`config.mk`:
```
export PLATFORM = sky130hd
export DESIGN_NAME = soc_gpio_flat
export DESIGN_NICKNAME = d
export VERILOG_FILES = /design/src/soc_pkg.sv /design/src/tcb_if.sv /design/src/soc_gpio.sv /design/src/flat_wrapper.sv
export VERILOG_INCLUDE_DIRS = /design/src
export SDC_FILE = /design/constraint.sdc
export NUM_CORES = 1
export LEC_CHECK = 0
export ABC_AREA = 1
export BUFFER_PORTS_ARGS = -buffer_cell sky130_fd_sc_hd__buf_2
export CORE_AREA = 3 3 67 69
export DETAILED_ROUTE_END_ITERATION = 12
export DIE_AREA = 0 0 70 72
export PLACE_DENSITY = 0.81
export SLEW_MARGIN = 20
export SYNTH_ARGS = -nofsm -noshare
export SYNTH_HDL_FRONTEND = slang
export SYNTH_SLANG_ARGS = --single-unit
```
`constraint.sdc`:
```
create_clock -name bus -period 0.8 [get_ports bus]
set_input_delay 0.04 -clock bus [delete_from_list [all_inputs] [get_ports bus]]
set_output_delay 0.04 -clock bus [all_outputs]
set_load 0.005 [all_outputs]
```
`src/soc_config.svh`:
```
// SoC bus segment configuration
// widths and sizes shared by the whole design

`ifndef SOC_CONFIG_SVH
`define SOC_CONFIG_SVH

// bus address width, byte addressing
`define SOC_AW 16

// bus data width
`define SOC_DW 32

// byte enable width, one bit per data byte
`define SOC_BW 4

// memory byte-address width, 4 KiB
`define SOC_MEM_AW 12

// number of GPIO pins
`define SOC_GPIO_W 8

`endif

```
`src/soc_pkg.sv`:
```
// SoC bus segment types
// meaningful widths and the decoder target encoding

`include "soc_config.svh"

package soc_pkg;

  //////////////////////////////
  // bus fields
  //////////////////////////////

  // byte address
  typedef logic [`SOC_AW-1:0] adr_t;

  // data word, read and write
  typedef logic [`SOC_DW-1:0] dat_t;

  // byte enables, lane b covers bits 8*b+7:8*b
  typedef logic [`SOC_BW-1:0] ben_t;

  // GPIO pin vector
  typedef logic [`SOC_GPIO_W-1:0] gpio_t;

  //////////////////////////////
  // decoder
  //////////////////////////////

  // target of an access
  typedef enum logic [1:0] {
    SEL_MEM,
    SEL_GPIO,
    SEL_ERR
  } sel_t;

endpackage : soc_pkg

```
`src/tcb_if.sv`:
```
// tightly coupled bus interface
// valid strobe request, response one cycle after the transfer

interface tcb_if (
  input logic clk
);

  //////////////////////////////
  // request
  //////////////////////////////

  // transfer strobe
  logic vld;
  // write enable, low for read
  logic wen;
  // byte address
  soc_pkg::adr_t adr;
  // byte enables, write only
  soc_pkg::ben_t ben;
  // write data
  soc_pkg::dat_t wdt;

  //////////////////////////////
  // response
  //////////////////////////////

  // read data, one cycle after transfer
  soc_pkg::dat_t rdt;
  // error, one cycle after transfer
  logic err;
  // ready, transfer when vld & rdy
  logic rdy;

  // request side
  modport man (
    input  clk,
    output vld, wen, adr, ben, wdt,
    input  rdt, err, rdy
  );

  // response side
  modport sub (
    input  clk,
    input  vld, wen, adr, ben, wdt,
    output rdt, err, rdy
  );

endinterface : tcb_if

```
`src/soc_gpio.sv`:
```
// GPIO register block
// output register, synchronized input register, registered read-back

`include "soc_config.svh"

module soc_gpio (
  input  logic          bus,
  input  logic          rst,
  tcb_if.sub            tcb,
  input  soc_pkg::gpio_t gpio_in,
  output soc_pkg::gpio_t gpio_out
);

  localparam int unsigned LSB = $clog2(`SOC_BW);

  // word offset inside the GPIO window
  logic [`SOC_MEM_AW-LSB-1:0] ofs;
  // pin synchronizer stages
  soc_pkg::gpio_t sync_0;
  soc_pkg::gpio_t sync_1;
  // output register with the write merged in
  soc_pkg::dat_t out_nxt;

  assign ofs = tcb.adr[`SOC_MEM_AW-1:LSB];

  //////////////////////////////
  // output register
  //////////////////////////////

  // byte merge on the zero-extended register
  always_comb begin
    out_nxt = soc_pkg::dat_t'(gpio_out);
    for (int unsigned b = 0; b < `SOC_BW; b++) begin
      if (tcb.ben[b]) begin
        out_nxt[8*b+:8] = tcb.wdt[8*b+:8];
      end
    end
  end

  // writes only at offset 0, offset 1 is read-only
  always_ff @(posedge bus) begin
    if (rst) begin
      gpio_out <= '0;
    end else if (tcb.vld && tcb.wen && (ofs == 0)) begin
      gpio_out <= out_nxt[`SOC_GPIO_W-1:0];
    end
  end

  //////////////////////////////
  // input synchronizer
  //////////////////////////////

  // two flops, pins are asynchronous
  always_ff @(posedge bus) begin
    sync_0 <= gpio_in;
    sync_1 <= sync_0;
  end

  // read mux, registered like the memory
  always_ff @(posedge bus) begin
    if (tcb.vld && !tcb.wen) begin
      case (ofs)
        0:       tcb.rdt <= soc_pkg::dat_t'(gpio_out);
        1:       tcb.rdt <= soc_pkg::dat_t'(sync_1);
        default: tcb.rdt <= '0;
      endcase
    end
  end

  assign tcb.err = 1'b0;
  assign tcb.rdy = 1'b1;

endmodule : soc_gpio

```
`src/flat_wrapper.sv`:
```
// flat-port wrapper written by rule: the top's interface ports become plain ports
module soc_gpio_flat 
  (bus, rst, gpio_in, gpio_out, clk, tcb_vld, tcb_wen, tcb_adr, tcb_ben, tcb_wdt, tcb_rdt, tcb_err, tcb_rdy);
  tcb_if tcb_i (.clk(clk));
  input  logic bus;
  input  logic rst;
  input  soc_pkg::gpio_t gpio_in;
  output soc_pkg::gpio_t gpio_out;
  input wire logic clk;
  input wire logic [$bits(tcb_i.vld)-1:0] tcb_vld;
  input wire logic [$bits(tcb_i.wen)-1:0] tcb_wen;
  input wire logic [$bits(tcb_i.adr)-1:0] tcb_adr;
  input wire logic [$bits(tcb_i.ben)-1:0] tcb_ben;
  input wire logic [$bits(tcb_i.wdt)-1:0] tcb_wdt;
  output wire logic [$bits(tcb_i.rdt)-1:0] tcb_rdt;
  output wire logic [$bits(tcb_i.err)-1:0] tcb_err;
  output wire logic [$bits(tcb_i.rdy)-1:0] tcb_rdy;
  assign tcb_i.vld = tcb_vld;
  assign tcb_i.wen = tcb_wen;
  assign tcb_i.adr = tcb_adr;
  assign tcb_i.ben = tcb_ben;
  assign tcb_i.wdt = tcb_wdt;
  assign tcb_rdt = tcb_i.rdt;
  assign tcb_err = tcb_i.err;
  assign tcb_rdy = tcb_i.rdy;
  soc_gpio u_core (.bus(bus), .rst(rst), .tcb(tcb_i), .gpio_in(gpio_in), .gpio_out(gpio_out));
endmodule
```
Word-level counts from Yosys, hierarchy flattened
Index checks and enable logic that the tools add are counted.
{"block": "classes", "eq_ne": 1, "n_mux": 1, "reduce_logical": 6}
{"cell": "case mux 8 bit (2 select lines)", "count": 1}
{"cell": "== test 10 x 1 -> 1 bit, second input constant", "count": 1}
{"cell": "logical NOT 10 bit", "count": 1}
{"cell": "logical AND 1 bit", "count": 3}
{"cell": "AND reduction 2 bit", "count": 1}
{"cell": "logical NOT 1 bit", "count": 1}
{"block": "totals", "output_inout_bits": 42, "input_bits": 65, "reg_bits": 56}

Depth between registers and ports, before layout
{"block": "logic_depth", "ltp_word": 3, "mapped_depth": 7, "ltp_nobuf": 7}

Worst setup path after synthesis
No wires, ideal clock.
{"block": "synth_timing", "path_kind": "input -> register", "from": "input tcb_adr[9]", "to": "register u_core.tcb.rdt[0], data pin", "setup_slack_ns": -0.074, "n_path_buf": 1, "stages": 6, "t_arrival_ns": 0.722, "setup_ns": 0.152, "cell_sequence": "nor2_1 -> nand2_1 -> nor2_2 -> buf_6 -> nand2_4 -> o22ai_1"}
{"block": "synth_via", "elab_chain_len": 2, "elab_cells_between_ends": 3, "classes_between": "eq/ne: 1; mux: 1; reduce/logical: 1"}
{"item": "from (decl)", "line_no": "flat_wrapper.sv:12", "source": "input wire logic [$bits(tcb_i.adr)-1:0] tcb_adr;"}
{"item": "== test 10 x 1 -> 1 bit or logical NOT 10 bit (tied branches)", "line_no": "soc_gpio.sv:62", "source": "case (ofs)"}
{"item": "case mux 8 bit (2 select lines) *", "line_no": "soc_gpio.sv:62"}
{"item": "to (signal assigned)", "line_no": "soc_gpio.sv:63", "source": "0: tcb.rdt <= soc_pkg::dat_t'(gpio_out);"}
{"item": "to (signal assigned)", "line_no": "soc_gpio.sv:64", "source": "1: tcb.rdt <= soc_pkg::dat_t'(sync_1);"}
{"item": "to (decl)", "line_no": "tcb_if.sv:45", "source": "output rdt, err, rdy"}
Every way passes the cells marked *; elsewhere a longest branch is shown, timed or not.
A chain may end at the register's enable or synchronous reset.

Final worst setup path
{"block": "layout_timing", "from": "register u_core.tcb.rdt[1]", "to": "output tcb_rdt[1]"}
{"item": "to (decl)", "line_no": "flat_wrapper.sv:15", "source": "output wire logic [$bits(tcb_i.rdt)-1:0] tcb_rdt;"}
No word-level cell between the ends.

==> flow_summary.toml <==
[drt]
drt-total-wl_um = 2616
wl_per_cell_um = 9.909
initialDrtViolationCount = 30
detail-route-antenna-nets = 0
drc = 0
drt-vias-per-instance = 3.848
vias = 1016
first_pass_iters = 4

[layout]
nets = 278
fill_cells = 384
diodes = 0
drive_above_1_share = 0.3598
fin_util = 0.4565
area_delta_synth_final_pct = 33.67

[power]
power_mw = 3.235
power.switching_mw = 0.6981
pwr-share-seq = 0.532
vdd_drop_max_mv = 0.8082
pwr-share-comb = 0.081
swShare = 0.2158
power_density_nw_per_um2 = 1785
intPower_mw = 2.537
power_leakage_nw = 0.9232
p_clk_frac = 0.387

[floorplan]
dieArea_um2 = 5040
boundaryPins = 107
die_x_um = 70
coreArea_um2 = 3971
chipHeight_um = 72
start_util = 0.3415
row_count = 23

[place]
gp_congestion = 0.7720
portBuffers = 46
dp_hpwl_um = 2018

[critical_path]
setup.worst_path.class = "reg -> out"
cp.buffers_inverters = 1
r2r_slack_ns = 0.06
cp-endpoint = "tcb_rdt[1]"
critPathRequiredTime_ns = 0.76
reg2reg_from = "u_core.gpio_out[6]"
worstSetupStartpoint = "u_core.tcb.rdt[1]"
path_cells = "buf_2"
worst-path-stages = 1
r2r_cells = 2
cp-start-kind = "flop"
critPathMaxFanout = 1
cp.arrival_ns = 0.78
cp_top_family = "flip-flops"
cpPeakStageDelay_ns = 0.36
reg2reg_to = "u_core.tcb.rdt[6]"
crit_path_end_kind = "output port"
crit_slowest_cell = "edfxtp_1"

[timing]
whs_ns = 0.08300
period_share = 1.027
setup_ws_ns = -0.02192
max_freq_mhz = 1217
setup_viol_count_final = 6
rsz0062_at_grt = "true"
finalMaxSlewViolations = 0
finClkSkew_ns = 0.004974
hold_viol_final = 0
period_needed_ns = 0.8219

[synth]
ys_ff_latch = 32
yosys_warnings = 0
ys_seq_area_frac = 0.5314
ys_types = 14
synth.area.top_cells = "dfxtp_1, edfxtp_1, buf_4, inv_1, nand2_1"
synth.top_cell.area_share = 0.3542
synthCells = 150
syn_area_um2 = 1356
synth_largest_area_cell = "dfxtp_1"
postSynthAreaPerCell_um2 = 9.042

[grt]
antenna_found_initial = 0
grt_pass1_vias = 922
track_usage = 0.1086
grt_pass1_wl_um = 4119
grt_max_degree = 12
grt_overflow = 0

[clock_tree]
cts_setup_buffers = 0
clock_latency_ns = 0.28
cts_made_buffers = 5
cts_root_buf = "clkbuf_8"
h-tree-depth = 2
clkTransAtPathRegs_ns = 0.06
cts_tree = "done"
cts_sinks = 32
clk_path_buf_depth = 2

[status]
violations = "negative setup slack"
status = "complete, but fails checks"

[run]
cap_violations = 0

[min_path]
holdCritPathClass = "in -> reg"
-- cell usage in the layout, fill, tap and decap left out --
cell type / Yosys / routed
buf_12: 0 / 2
buf_2: 0 / 45
buf_4: 26 / 3
buf_6: 1 / 1
clkbuf_1: 0 / 2
clkbuf_8: 0 / 6
conb_1: 2 / 26
dfxtp_1: 24 / 17
dfxtp_2: 0 / 7
dlygate4sd3_1: 0 / 8
edfxtp_1: 8 / 8
inv_1: 35 / 35
nand2_1: 19 / 17
nand2_2: 0 / 2
nand2_4: 1 / 1
nand3_4: 2 / 2
nand4_1: 8 / 8
nor2_1: 13 / 8
nor2_2: 2 / 4
nor2_4: 1 / 4
o22ai_1: 8 / 8
-- layer usage --
layer / wire, um / GRT usage / up-vias
met2: 1220 / 0.1689 / 53
met4: 75 / 0.06383 / 0
met3: 275 / 0.05263 / 8
met5: 0 / 0 / -
met1: 1045 / 0.1214 / 427
li1: - / - / 528
-- power groups by stage --
stage	Combinational [mW]	Sequential, mW	Clock (mW)
global placement	0.229	1.76	0
finish	0.261	1.72	1.25
detailed placement	0.230	1.76	0
CTS	0.260	1.72	1.30
global route	0.290	1.73	1.39
floorplan	0.190	1.76	0
-- cell families (layout without fill, tap and decap cells) --
logic type / after synthesis / after routing / share of synthesized area
simple gates: 46 / 46 / 0.1771
compound gates: 8 / 8 / 0.03690
buf+inv: 62 / 102 / 0.2491
other cells: 2 / 26 / 0.005537
flops: 32 / 32 / 0.5314
-- final cells by class --
type                       count  area, um^2  share of cell area
clock buffer                   8       90.09             0.04969
inverter                      35       131.4             0.07246
multi-input combinational     80       420.4              0.2319
sequential                    32       729.5              0.4023
tap                           50       62.56             0.03451
timing repair buffer          59       379.1              0.2091
-- state kept, by name, indices dropped and copies added, names as in the netlist --
name             cells
u_core.gpio_out      8
u_core.sync_0        8
u_core.sync_1        8
u_core.tcb.rdt       8
-- worst min path at each step --
stage	startpoint	endpoint	slack, ns	cells after the start
global route	tcb_wdt[7]	u_core.gpio_out[7]	0.11	5
detailed placement	gpio_in[1]	u_core.sync_0[1]	0.14	1
global placement	gpio_in[6]	u_core.sync_0[6]	0.14	1
floorplan	gpio_in[0]	u_core.sync_0[0]	0.07	0
CTS	tcb_wdt[7]	u_core.gpio_out[7]	0.08	5
finish	tcb_wdt[7]	u_core.gpio_out[7]	0.08	5
-- synth_stat cells --
master    count
nand3_4       2
edfxtp_1      8
nand2_1      19
buf_6         1
dfxtp_1      24
nand4_1       8
nand2_4       1
nor2_4        1
inv_1        35
nor2_1       13
buf_4        26
conb_1        2
o22ai_1       8
nor2_2        2
-- per-stage QoR --
step | cells | setup slack (ns) | TNS [ns] | area (um^2)
after global routing | 264 | -0.05777 | -0.3864 | 1813
after floorplan | 174 | -0.04073 | -0.2199 | 1474
after global placement | 248 | -0.1946 | -2.540 | 1623
after CTS | 264 | -0.03343 | -0.1618 | 1793
after detailed placement | 248 | -0.2254 | -2.962 | 1623
final | 264 | -0.02192 | -0.06289 | 1813
-- what timing repair did --
action / in CTS / in global routing
hold buffers: 8 / 0
hold endpoints to repair: 8 / 0
endpoints found under the setup margin: 8 / 17
gates resized for setup: 0 / 10
cloned: 0 / 0
(Power assumes the default switching activity.)
