## config.mk

```make
export PLATFORM = sky130hd
export DESIGN_NAME = tcb_dec_flat
export DESIGN_NICKNAME = d
export VERILOG_FILES = /design/src/soc_pkg.sv /design/src/tcb_if.sv /design/src/tcb_dec.sv /design/src/flat_wrapper.sv
export VERILOG_INCLUDE_DIRS = /design/src
export SDC_FILE = /design/constraint.sdc
export NUM_CORES = 1
export LEC_CHECK = 0
export BUFFER_PORTS_ARGS = -buffer_cell sky130_fd_sc_hd__buf_2
export CAP_MARGIN = 5
export CORE_AREA = 2 2 103 105
export DETAILED_ROUTE_END_ITERATION = 6
export DIE_AREA = 0 0 105 107
export GPL_TIMING_DRIVEN = 0
export SLEW_MARGIN = 25
export SYNTH_ARGS = -nofsm -noshare
export SYNTH_HDL_FRONTEND = slang
export SYNTH_SLANG_ARGS = --single-unit
```

## constraint.sdc

```tcl
create_clock -name bus -period 1.3 [get_ports bus]
set_input_delay 0.13 -clock bus [delete_from_list [all_inputs] [get_ports bus]]
set_output_delay 0.13 -clock bus [all_outputs]
set_load 0.02 [all_outputs]
```

## src/soc_config.svh

```systemverilog
// SoC bus segment configuration
// widths and sizes shared by the whole design

`ifndef SOC_CONFIG_SVH
`define SOC_CONFIG_SVH

// bus address width, byte addressing
`define SOC_AW 16

// bus data width
`define SOC_DW 32

// byte enable width, one bit per data byte
`define SOC_BW 4

// memory byte-address width, 4 KiB
`define SOC_MEM_AW 12

// number of GPIO pins
`define SOC_GPIO_W 8

`endif

```

## src/soc_pkg.sv

```systemverilog
// SoC bus segment types
// meaningful widths and the decoder target encoding

`include "soc_config.svh"

package soc_pkg;

  //////////////////////////////
  // bus fields
  //////////////////////////////

  // byte address
  typedef logic [`SOC_AW-1:0] adr_t;

  // data word, read and write
  typedef logic [`SOC_DW-1:0] dat_t;

  // byte enables, lane b covers bits 8*b+7:8*b
  typedef logic [`SOC_BW-1:0] ben_t;

  // GPIO pin vector
  typedef logic [`SOC_GPIO_W-1:0] gpio_t;

  //////////////////////////////
  // decoder
  //////////////////////////////

  // target of an access
  typedef enum logic [1:0] {
    SEL_MEM,
    SEL_GPIO,
    SEL_ERR
  } sel_t;

endpackage : soc_pkg

```

## src/tcb_if.sv

```systemverilog
// tightly coupled bus interface
// valid strobe request, response one cycle after the transfer

interface tcb_if (
  input logic clk
);

  //////////////////////////////
  // request
  //////////////////////////////

  // transfer strobe
  logic vld;
  // write enable, low for read
  logic wen;
  // byte address
  soc_pkg::adr_t adr;
  // byte enables, write only
  soc_pkg::ben_t ben;
  // write data
  soc_pkg::dat_t wdt;

  //////////////////////////////
  // response
  //////////////////////////////

  // read data, one cycle after transfer
  soc_pkg::dat_t rdt;
  // error, one cycle after transfer
  logic err;
  // ready, transfer when vld & rdy
  logic rdy;

  // request side
  modport man (
    input  clk,
    output vld, wen, adr, ben, wdt,
    input  rdt, err, rdy
  );

  // response side
  modport sub (
    input  clk,
    input  vld, wen, adr, ben, wdt,
    output rdt, err, rdy
  );

endinterface : tcb_if

```

## src/tcb_dec.sv

```systemverilog
// bus address decoder
// steers requests to memory or GPIO, muxes the responses, flags unmapped accesses

`include "soc_config.svh"

module tcb_dec (
  input logic bus,
  input logic rst,
  tcb_if.sub  man,
  tcb_if.man  mem,
  tcb_if.man  gpio
);

  // select of the current request
  soc_pkg::sel_t sel;
  // select of the previous transfer
  soc_pkg::sel_t sel_q;
  // transfer this cycle
  logic trn;
  // response cycle, one after a transfer
  logic rsp_q;

  //////////////////////////////
  // address decode
  //////////////////////////////

  always_comb begin
    if (man.adr[`SOC_AW-1:`SOC_MEM_AW] == '0) begin
      // low window
      sel = soc_pkg::SEL_MEM;
    end else if (man.adr[`SOC_AW-1:`SOC_MEM_AW+1] == '0) begin
      // bit SOC_MEM_AW set, nothing above
      sel = soc_pkg::SEL_GPIO;
    end else begin
      sel = soc_pkg::SEL_ERR;
    end
  end

  //////////////////////////////
  // request fan-out
  //////////////////////////////

  // strobe only toward the selected target
  assign mem.vld  = man.vld & (sel == soc_pkg::SEL_MEM);
  assign gpio.vld = man.vld & (sel == soc_pkg::SEL_GPIO);

  // payload unchanged to both
  assign mem.wen  = man.wen;
  assign mem.adr  = man.adr;
  assign mem.ben  = man.ben;
  assign mem.wdt  = man.wdt;
  assign gpio.wen = man.wen;
  assign gpio.adr = man.adr;
  assign gpio.ben = man.ben;
  assign gpio.wdt = man.wdt;

  // ready from the addressed target, unmapped accepts at once
  always_comb begin
    case (sel)
      soc_pkg::SEL_MEM:  man.rdy = mem.rdy;
      soc_pkg::SEL_GPIO: man.rdy = gpio.rdy;
      default:           man.rdy = 1'b1;
    endcase
  end

  assign trn = man.vld & man.rdy;

  // remember where the last transfer went
  always_ff @(posedge bus) begin
    if (rst) begin
      sel_q <= soc_pkg::SEL_MEM;
      rsp_q <= 1'b0;
    end else begin
      rsp_q <= trn;
      if (trn) begin
        sel_q <= sel;
      end
    end
  end

  //////////////////////////////
  // response mux
  //////////////////////////////

  always_comb begin
    case (sel_q)
      soc_pkg::SEL_MEM: begin
        man.rdt = mem.rdt;
        man.err = rsp_q & mem.err;
      end
      soc_pkg::SEL_GPIO: begin
        man.rdt = gpio.rdt;
        man.err = rsp_q & gpio.err;
      end
      default: begin
        // unmapped, zero data with error
        man.rdt = '0;
        man.err = rsp_q;
      end
    endcase
  end

endmodule : tcb_dec

```

## src/flat_wrapper.sv

```systemverilog
// flat-port wrapper written by rule: the top's interface ports become plain ports
module tcb_dec_flat 
  (bus, rst, clk, man_vld, man_wen, man_adr, man_ben, man_wdt, man_rdt, man_err, man_rdy, mem_vld, mem_wen, mem_adr, mem_ben, mem_wdt, mem_rdt, mem_err, mem_rdy, gpio_vld, gpio_wen, gpio_adr, gpio_ben, gpio_wdt, gpio_rdt, gpio_err, gpio_rdy);
  tcb_if man_i (.clk(clk));
  tcb_if mem_i (.clk(clk));
  tcb_if gpio_i (.clk(clk));
  input logic bus;
  input logic rst;
  input wire logic clk;
  input wire logic [$bits(man_i.vld)-1:0] man_vld;
  input wire logic [$bits(man_i.wen)-1:0] man_wen;
  input wire logic [$bits(man_i.adr)-1:0] man_adr;
  input wire logic [$bits(man_i.ben)-1:0] man_ben;
  input wire logic [$bits(man_i.wdt)-1:0] man_wdt;
  output wire logic [$bits(man_i.rdt)-1:0] man_rdt;
  output wire logic [$bits(man_i.err)-1:0] man_err;
  output wire logic [$bits(man_i.rdy)-1:0] man_rdy;
  output wire logic [$bits(mem_i.vld)-1:0] mem_vld;
  output wire logic [$bits(mem_i.wen)-1:0] mem_wen;
  output wire logic [$bits(mem_i.adr)-1:0] mem_adr;
  output wire logic [$bits(mem_i.ben)-1:0] mem_ben;
  output wire logic [$bits(mem_i.wdt)-1:0] mem_wdt;
  input wire logic [$bits(mem_i.rdt)-1:0] mem_rdt;
  input wire logic [$bits(mem_i.err)-1:0] mem_err;
  input wire logic [$bits(mem_i.rdy)-1:0] mem_rdy;
  output wire logic [$bits(gpio_i.vld)-1:0] gpio_vld;
  output wire logic [$bits(gpio_i.wen)-1:0] gpio_wen;
  output wire logic [$bits(gpio_i.adr)-1:0] gpio_adr;
  output wire logic [$bits(gpio_i.ben)-1:0] gpio_ben;
  output wire logic [$bits(gpio_i.wdt)-1:0] gpio_wdt;
  input wire logic [$bits(gpio_i.rdt)-1:0] gpio_rdt;
  input wire logic [$bits(gpio_i.err)-1:0] gpio_err;
  input wire logic [$bits(gpio_i.rdy)-1:0] gpio_rdy;
  assign man_i.vld = man_vld;
  assign man_i.wen = man_wen;
  assign man_i.adr = man_adr;
  assign man_i.ben = man_ben;
  assign man_i.wdt = man_wdt;
  assign man_rdt = man_i.rdt;
  assign man_err = man_i.err;
  assign man_rdy = man_i.rdy;
  assign mem_vld = mem_i.vld;
  assign mem_wen = mem_i.wen;
  assign mem_adr = mem_i.adr;
  assign mem_ben = mem_i.ben;
  assign mem_wdt = mem_i.wdt;
  assign mem_i.rdt = mem_rdt;
  assign mem_i.err = mem_err;
  assign mem_i.rdy = mem_rdy;
  assign gpio_vld = gpio_i.vld;
  assign gpio_wen = gpio_i.wen;
  assign gpio_adr = gpio_i.adr;
  assign gpio_ben = gpio_i.ben;
  assign gpio_wdt = gpio_i.wdt;
  assign gpio_i.rdt = gpio_rdt;
  assign gpio_i.err = gpio_err;
  assign gpio_i.rdy = gpio_rdy;
  tcb_dec u_core (.bus(bus), .rst(rst), .man(man_i), .mem(mem_i), .gpio(gpio_i));
endmodule
```

; ---- After elaboration in Yosys (flattened, before gate mapping)
; Cells that the tools add are included.
[totals]
register_bits = 3
inputBits = 125
[op_classes]
eq_ne = 2
muxes = 5
bitwise = 5
n_reduce_logical = 4
[ops]
columns = op, n
row1 = 32-bit one-hot mux with 2 select lines, 1
row2 = 1-bit AND, 5
row3 = "2-bit by 1-bit equality test with 1-bit output, second input constant", 2
row4 = 2-bit zero test, 2
row5 = 4-bit zero test, 1
row6 = 2-bit two-way mux, 2
row7 = 1-bit one-hot mux with 2 select lines, 2
row8 = 3-bit zero test, 1

; ---- Depth between registers and ports, before layout
[depth]
depth_word = 6
mapped_depth = 4
ltp_nobuf = 3

; ---- Least setup slack after synthesis
; No wires, ideal clock.
[synth_timing]
path_kind = reg2out
from = register u_core.sel_q[0]
to = output man_err
t_arrival_ns = 0.988
t_required_ns = 1.170
setup_slack_ns = 0.182
path_stages_with_launch = 4
n_path_buf = 1
cell_sequence = dfxtp_1 > buf_6 > mux2_1 > o21a_1
[synth_via]
elab_chain_len = 2
word_cells_on_any_way = 3
classes_between = 1 x eq/ne / 1 x mux / 1 x reduce/logical
[synth_lines]
columns = item, line_no
row1 = start: declaration, tcb_dec.sv:17  ; soc_pkg::sel_t sel_q;
row2 = start signal: assignment, tcb_dec.sv:71  ; sel_q <= soc_pkg::SEL_MEM;
row3 = start signal: assignment, tcb_dec.sv:76  ; sel_q <= sel;
row4 = 2-bit by 1-bit equality test with 1-bit output or 2-bit zero test (tied branches), tcb_dec.sv:86  ; case (sel_q)
row5 = 1-bit one-hot mux with 2 select lines (*), tcb_dec.sv:86
row6 = end: declaration, flat_wrapper.sv:16  ; output wire logic [$bits(man_i.err)-1:0] man_err;
; Mark *: on every way between the ends. The rest lies on a longest branch, timed or not.

; ---- Worst setup path in the final report
; Same ends and word-level chain as after synthesis.

==> results.sh <==
export IMPL_die_width_um=105
export IMPL_grt_setup_unrepaired="true"
export IMPL_final_min_period_over_clock_period_pct=109
export IMPL_finClkSkew_ps=0
export IMPL_drt_wl_total_um=5630
export IMPL_area_delta_synth_final_pct=95.1
export IMPL_ir_drop_worst_vdd_v=0.000308
export IMPL_use_met3_pct=2.49
export IMPL_drive_above_1_share_pct=81.1
export IMPL_routed_wire_length_per_instance_um=10.0
export IMPL_grt_max_degree=11
export IMPL_initial_core_util_pct=14.7
export IMPL_min_delay_path_class="primary input to flop"
export IMPL_ys_ff_latch=3
export IMPL_result_of_the_run="complete, but fails checks"
export IMPL_synth_enable_flop_cells=0
export IMPL_worstSkewPairLatency_ps=220
export IMPL_hold_viol_final=0
export IMPL_detail_route_vias_per_cell=3.50
export IMPL_globalplace_congestion=0.748
export IMPL_number_of_warnings_printed_during_yosys_synthesis=0
export IMPL_antenna_found_initial=0
export IMPL_floorplan_rows=37
export IMPL_grt_util_met2_pct=17.7
export IMPL_wire_length_of_the_first_global_routing_pass_um=7640
export IMPL_synthesis_area_um2=1490
export IMPL_grt_use_total_pct=8.26
export IMPL_synth_cells=200
export IMPL_clock_tree_buffer_depth=2
export IMPL_first_global_vias=1734
export IMPL_coreArea_um2=10100
export IMPL_tritoncts="yes"
export IMPL_critical_path_endpoint_type="primary output"
export IMPL_cap_violations=0
export IMPL_ys_types=20
export IMPL_leak_pwr_nw=1.69
export IMPL_worst_endpoint_arrival_ps=1290
export IMPL_cts_buffers=3
export IMPL_place_area_um2=2740
export IMPL_worstSetupStartpointType="flop"
export IMPL_synth_top_cells_by_area="buf_4, mux2i_1, nor2_1"
export IMPL_final_max_slew_violation_count=0
export IMPL_mostFrequentLayoutCells="buf_2, buf_4, nor2_1"
export IMPL_io_pins=267
export IMPL_hpwl_after_dpl_um=5000
export IMPL_worst_slew_margin_rel_pct=82.1
export IMPL_cts_sinks=3
export IMPL_highest_fanout_seen_on_the_critical_path=7
export IMPL_worstMarginPinSlew_ps=268
export IMPL_cts_clk_slew_worst_paths_ps=30
export IMPL_synth_nets=325
export IMPL_per_instance_average_area_after_synthesis_um2=7.44
export IMPL_max_clock_freq_mhz=704
export IMPL_synth_top_cell_area_share_pct=53.5
export IMPL_grt_overflow_total=0
export IMPL_violations="setup timing"
export IMPL_layout_min_cycle_time_ps=1420
export IMPL_pwr_density_cell_nw_per_um2=503
export IMPL_cts_htree_levels=1
export IMPL_final_area_um2=2900
export IMPL_numPortBuffers=216
export IMPL_yosysSeqAreaShare_pct=4.04
export IMPL_synth_area_leader_cell="buf_4"
export IMPL_drtPass1Iterations=4
export IMPL_diodes_inserted=0
export IMPL_fin_nets=550
export IMPL_routed_via_count=1962
export IMPL_layout_cells_most_common="buf_2"
export IMPL_timing_worst_setup_path_type="flop to primary output"
export IMPL_post_route_worst_setup_slack_ps=-121
export IMPL_drt_iter0_markers=80
export IMPL_ctsRootBufferMaster="clkbuf_8"
export IMPL_setup_violations=32
export IMPL_route_antenna_remaining_nets=0
export IMPL_die_extent_in_y_um=107
export IMPL_total_power_w=0.00146
export IMPL_ys_async_sr_fraction_pct=0
export IMPL_critPathRequiredTime_ps=1170
export IMPL_die_area_um2=11200
export IMPL_yosys_most_used_dff="dfxtp_1"
export IMPL_filler_cell_count=1085
export IMPL_grt_busiest_layer="met2"
export IMPL_remaining_drc_errors=0
export IMPL_use_met1_pct=7.63
worst max-delay path, stage by stage (launching register included):
cell and delay [ps]:
dfxtp_2 330, buf_12 140, mux2_4 310, o21a_1 180, buf_6 130
final timing paths:
kind                                start                           end  slack (ps)  cells past startpoint
max          u_core.sel_q[0]$_SDFFE_PP0P_                       man_err        -120                      4
min                                   rst  u_core.sel_q[0]$_SDFFE_PP0P_         100                      2
max reg2reg  u_core.sel_q[0]$_SDFFE_PP0P_  u_core.sel_q[0]$_SDFFE_PP0P_         260                      5
min reg2reg  u_core.sel_q[1]$_SDFFE_PP0P_  u_core.sel_q[1]$_SDFFE_PP0P_         680                      2
flip-flops by register name, summed over array words and instances (netlist names):
name,cells
u_core.rsp_q,1
u_core.sel_q,2
through the flow:
stage	hold WS [ps]	std cells	setup slack [ps]	TNS, ps	util [%]
after floorplan	199	200	182	0	-
after global placement	324	552	-169	-1500	27.1
after detailed placement	328	552	-176	-1540	27.1
after CTS	95.3	560	-117	-2600	28.2
after global routing	124	560	-149	-3540	28.8
final	101	560	-121	-1790	28.8
cell type report:
class	instances	area [µm²]	share of cell area (%)
Buffer	114	893	30.8
Clock buffer	4	45.0	1.55
Inverter	3	11.3	0.388
Multi-Input combinational cell	80	571	19.7
Sequential cell	3	61.3	2.11
Tap cell	136	170	5.86
Timing Repair Buffer	220	1150	39.7
cells by family after synthesis:
family                 synth area share [%]
and+or+nand+nor                        13.2
AOI/OAI and AO/OA                      2.10
DFF                                    4.04
muxes                                  22.3
buffers and inverters                  58.4
metal layers:
layer | wire (µm) | vias to the layer above | share of wire, %
met5 | 0 | - | 0
met4 | 19 | 0 | 0.34
met3 | 741 | 2 | 13
met2 | 3110 | 158 | 55
met1 | 1750 | 822 | 31
li1 | - | 980 | -
cells in the mapped netlist (2+ instances only):
cell      number
nor2_1        33
inv_1          3
buf_6          4
dfxtp_1        3
clkbuf_1       3
nand2_1        3
mux2i_1       32
a31oi_1        2
buf_4        106
timing repair:
item | 4_1_cts | 5_1_grt
setup buffers | 4 | 0
pin swaps | 0 | 1
resized for setup | 13 | 11
cloned | 0 | 1
setup endpoints to repair | 31 | 33
hold buffers | 0 | 0
report_power, final:
group | total (W) | internal [W] | switching [W]
Sequential | 0.0000984 | 0.0000974 | 0.000000963
Clock | 0.000270 | 0.000209 | 0.0000609
Combinational | 0.00109 | 0.000520 | 0.000573
Total | 0.00146 | 0.000826 | 0.000635
Power figures use the tool's default switching activity.
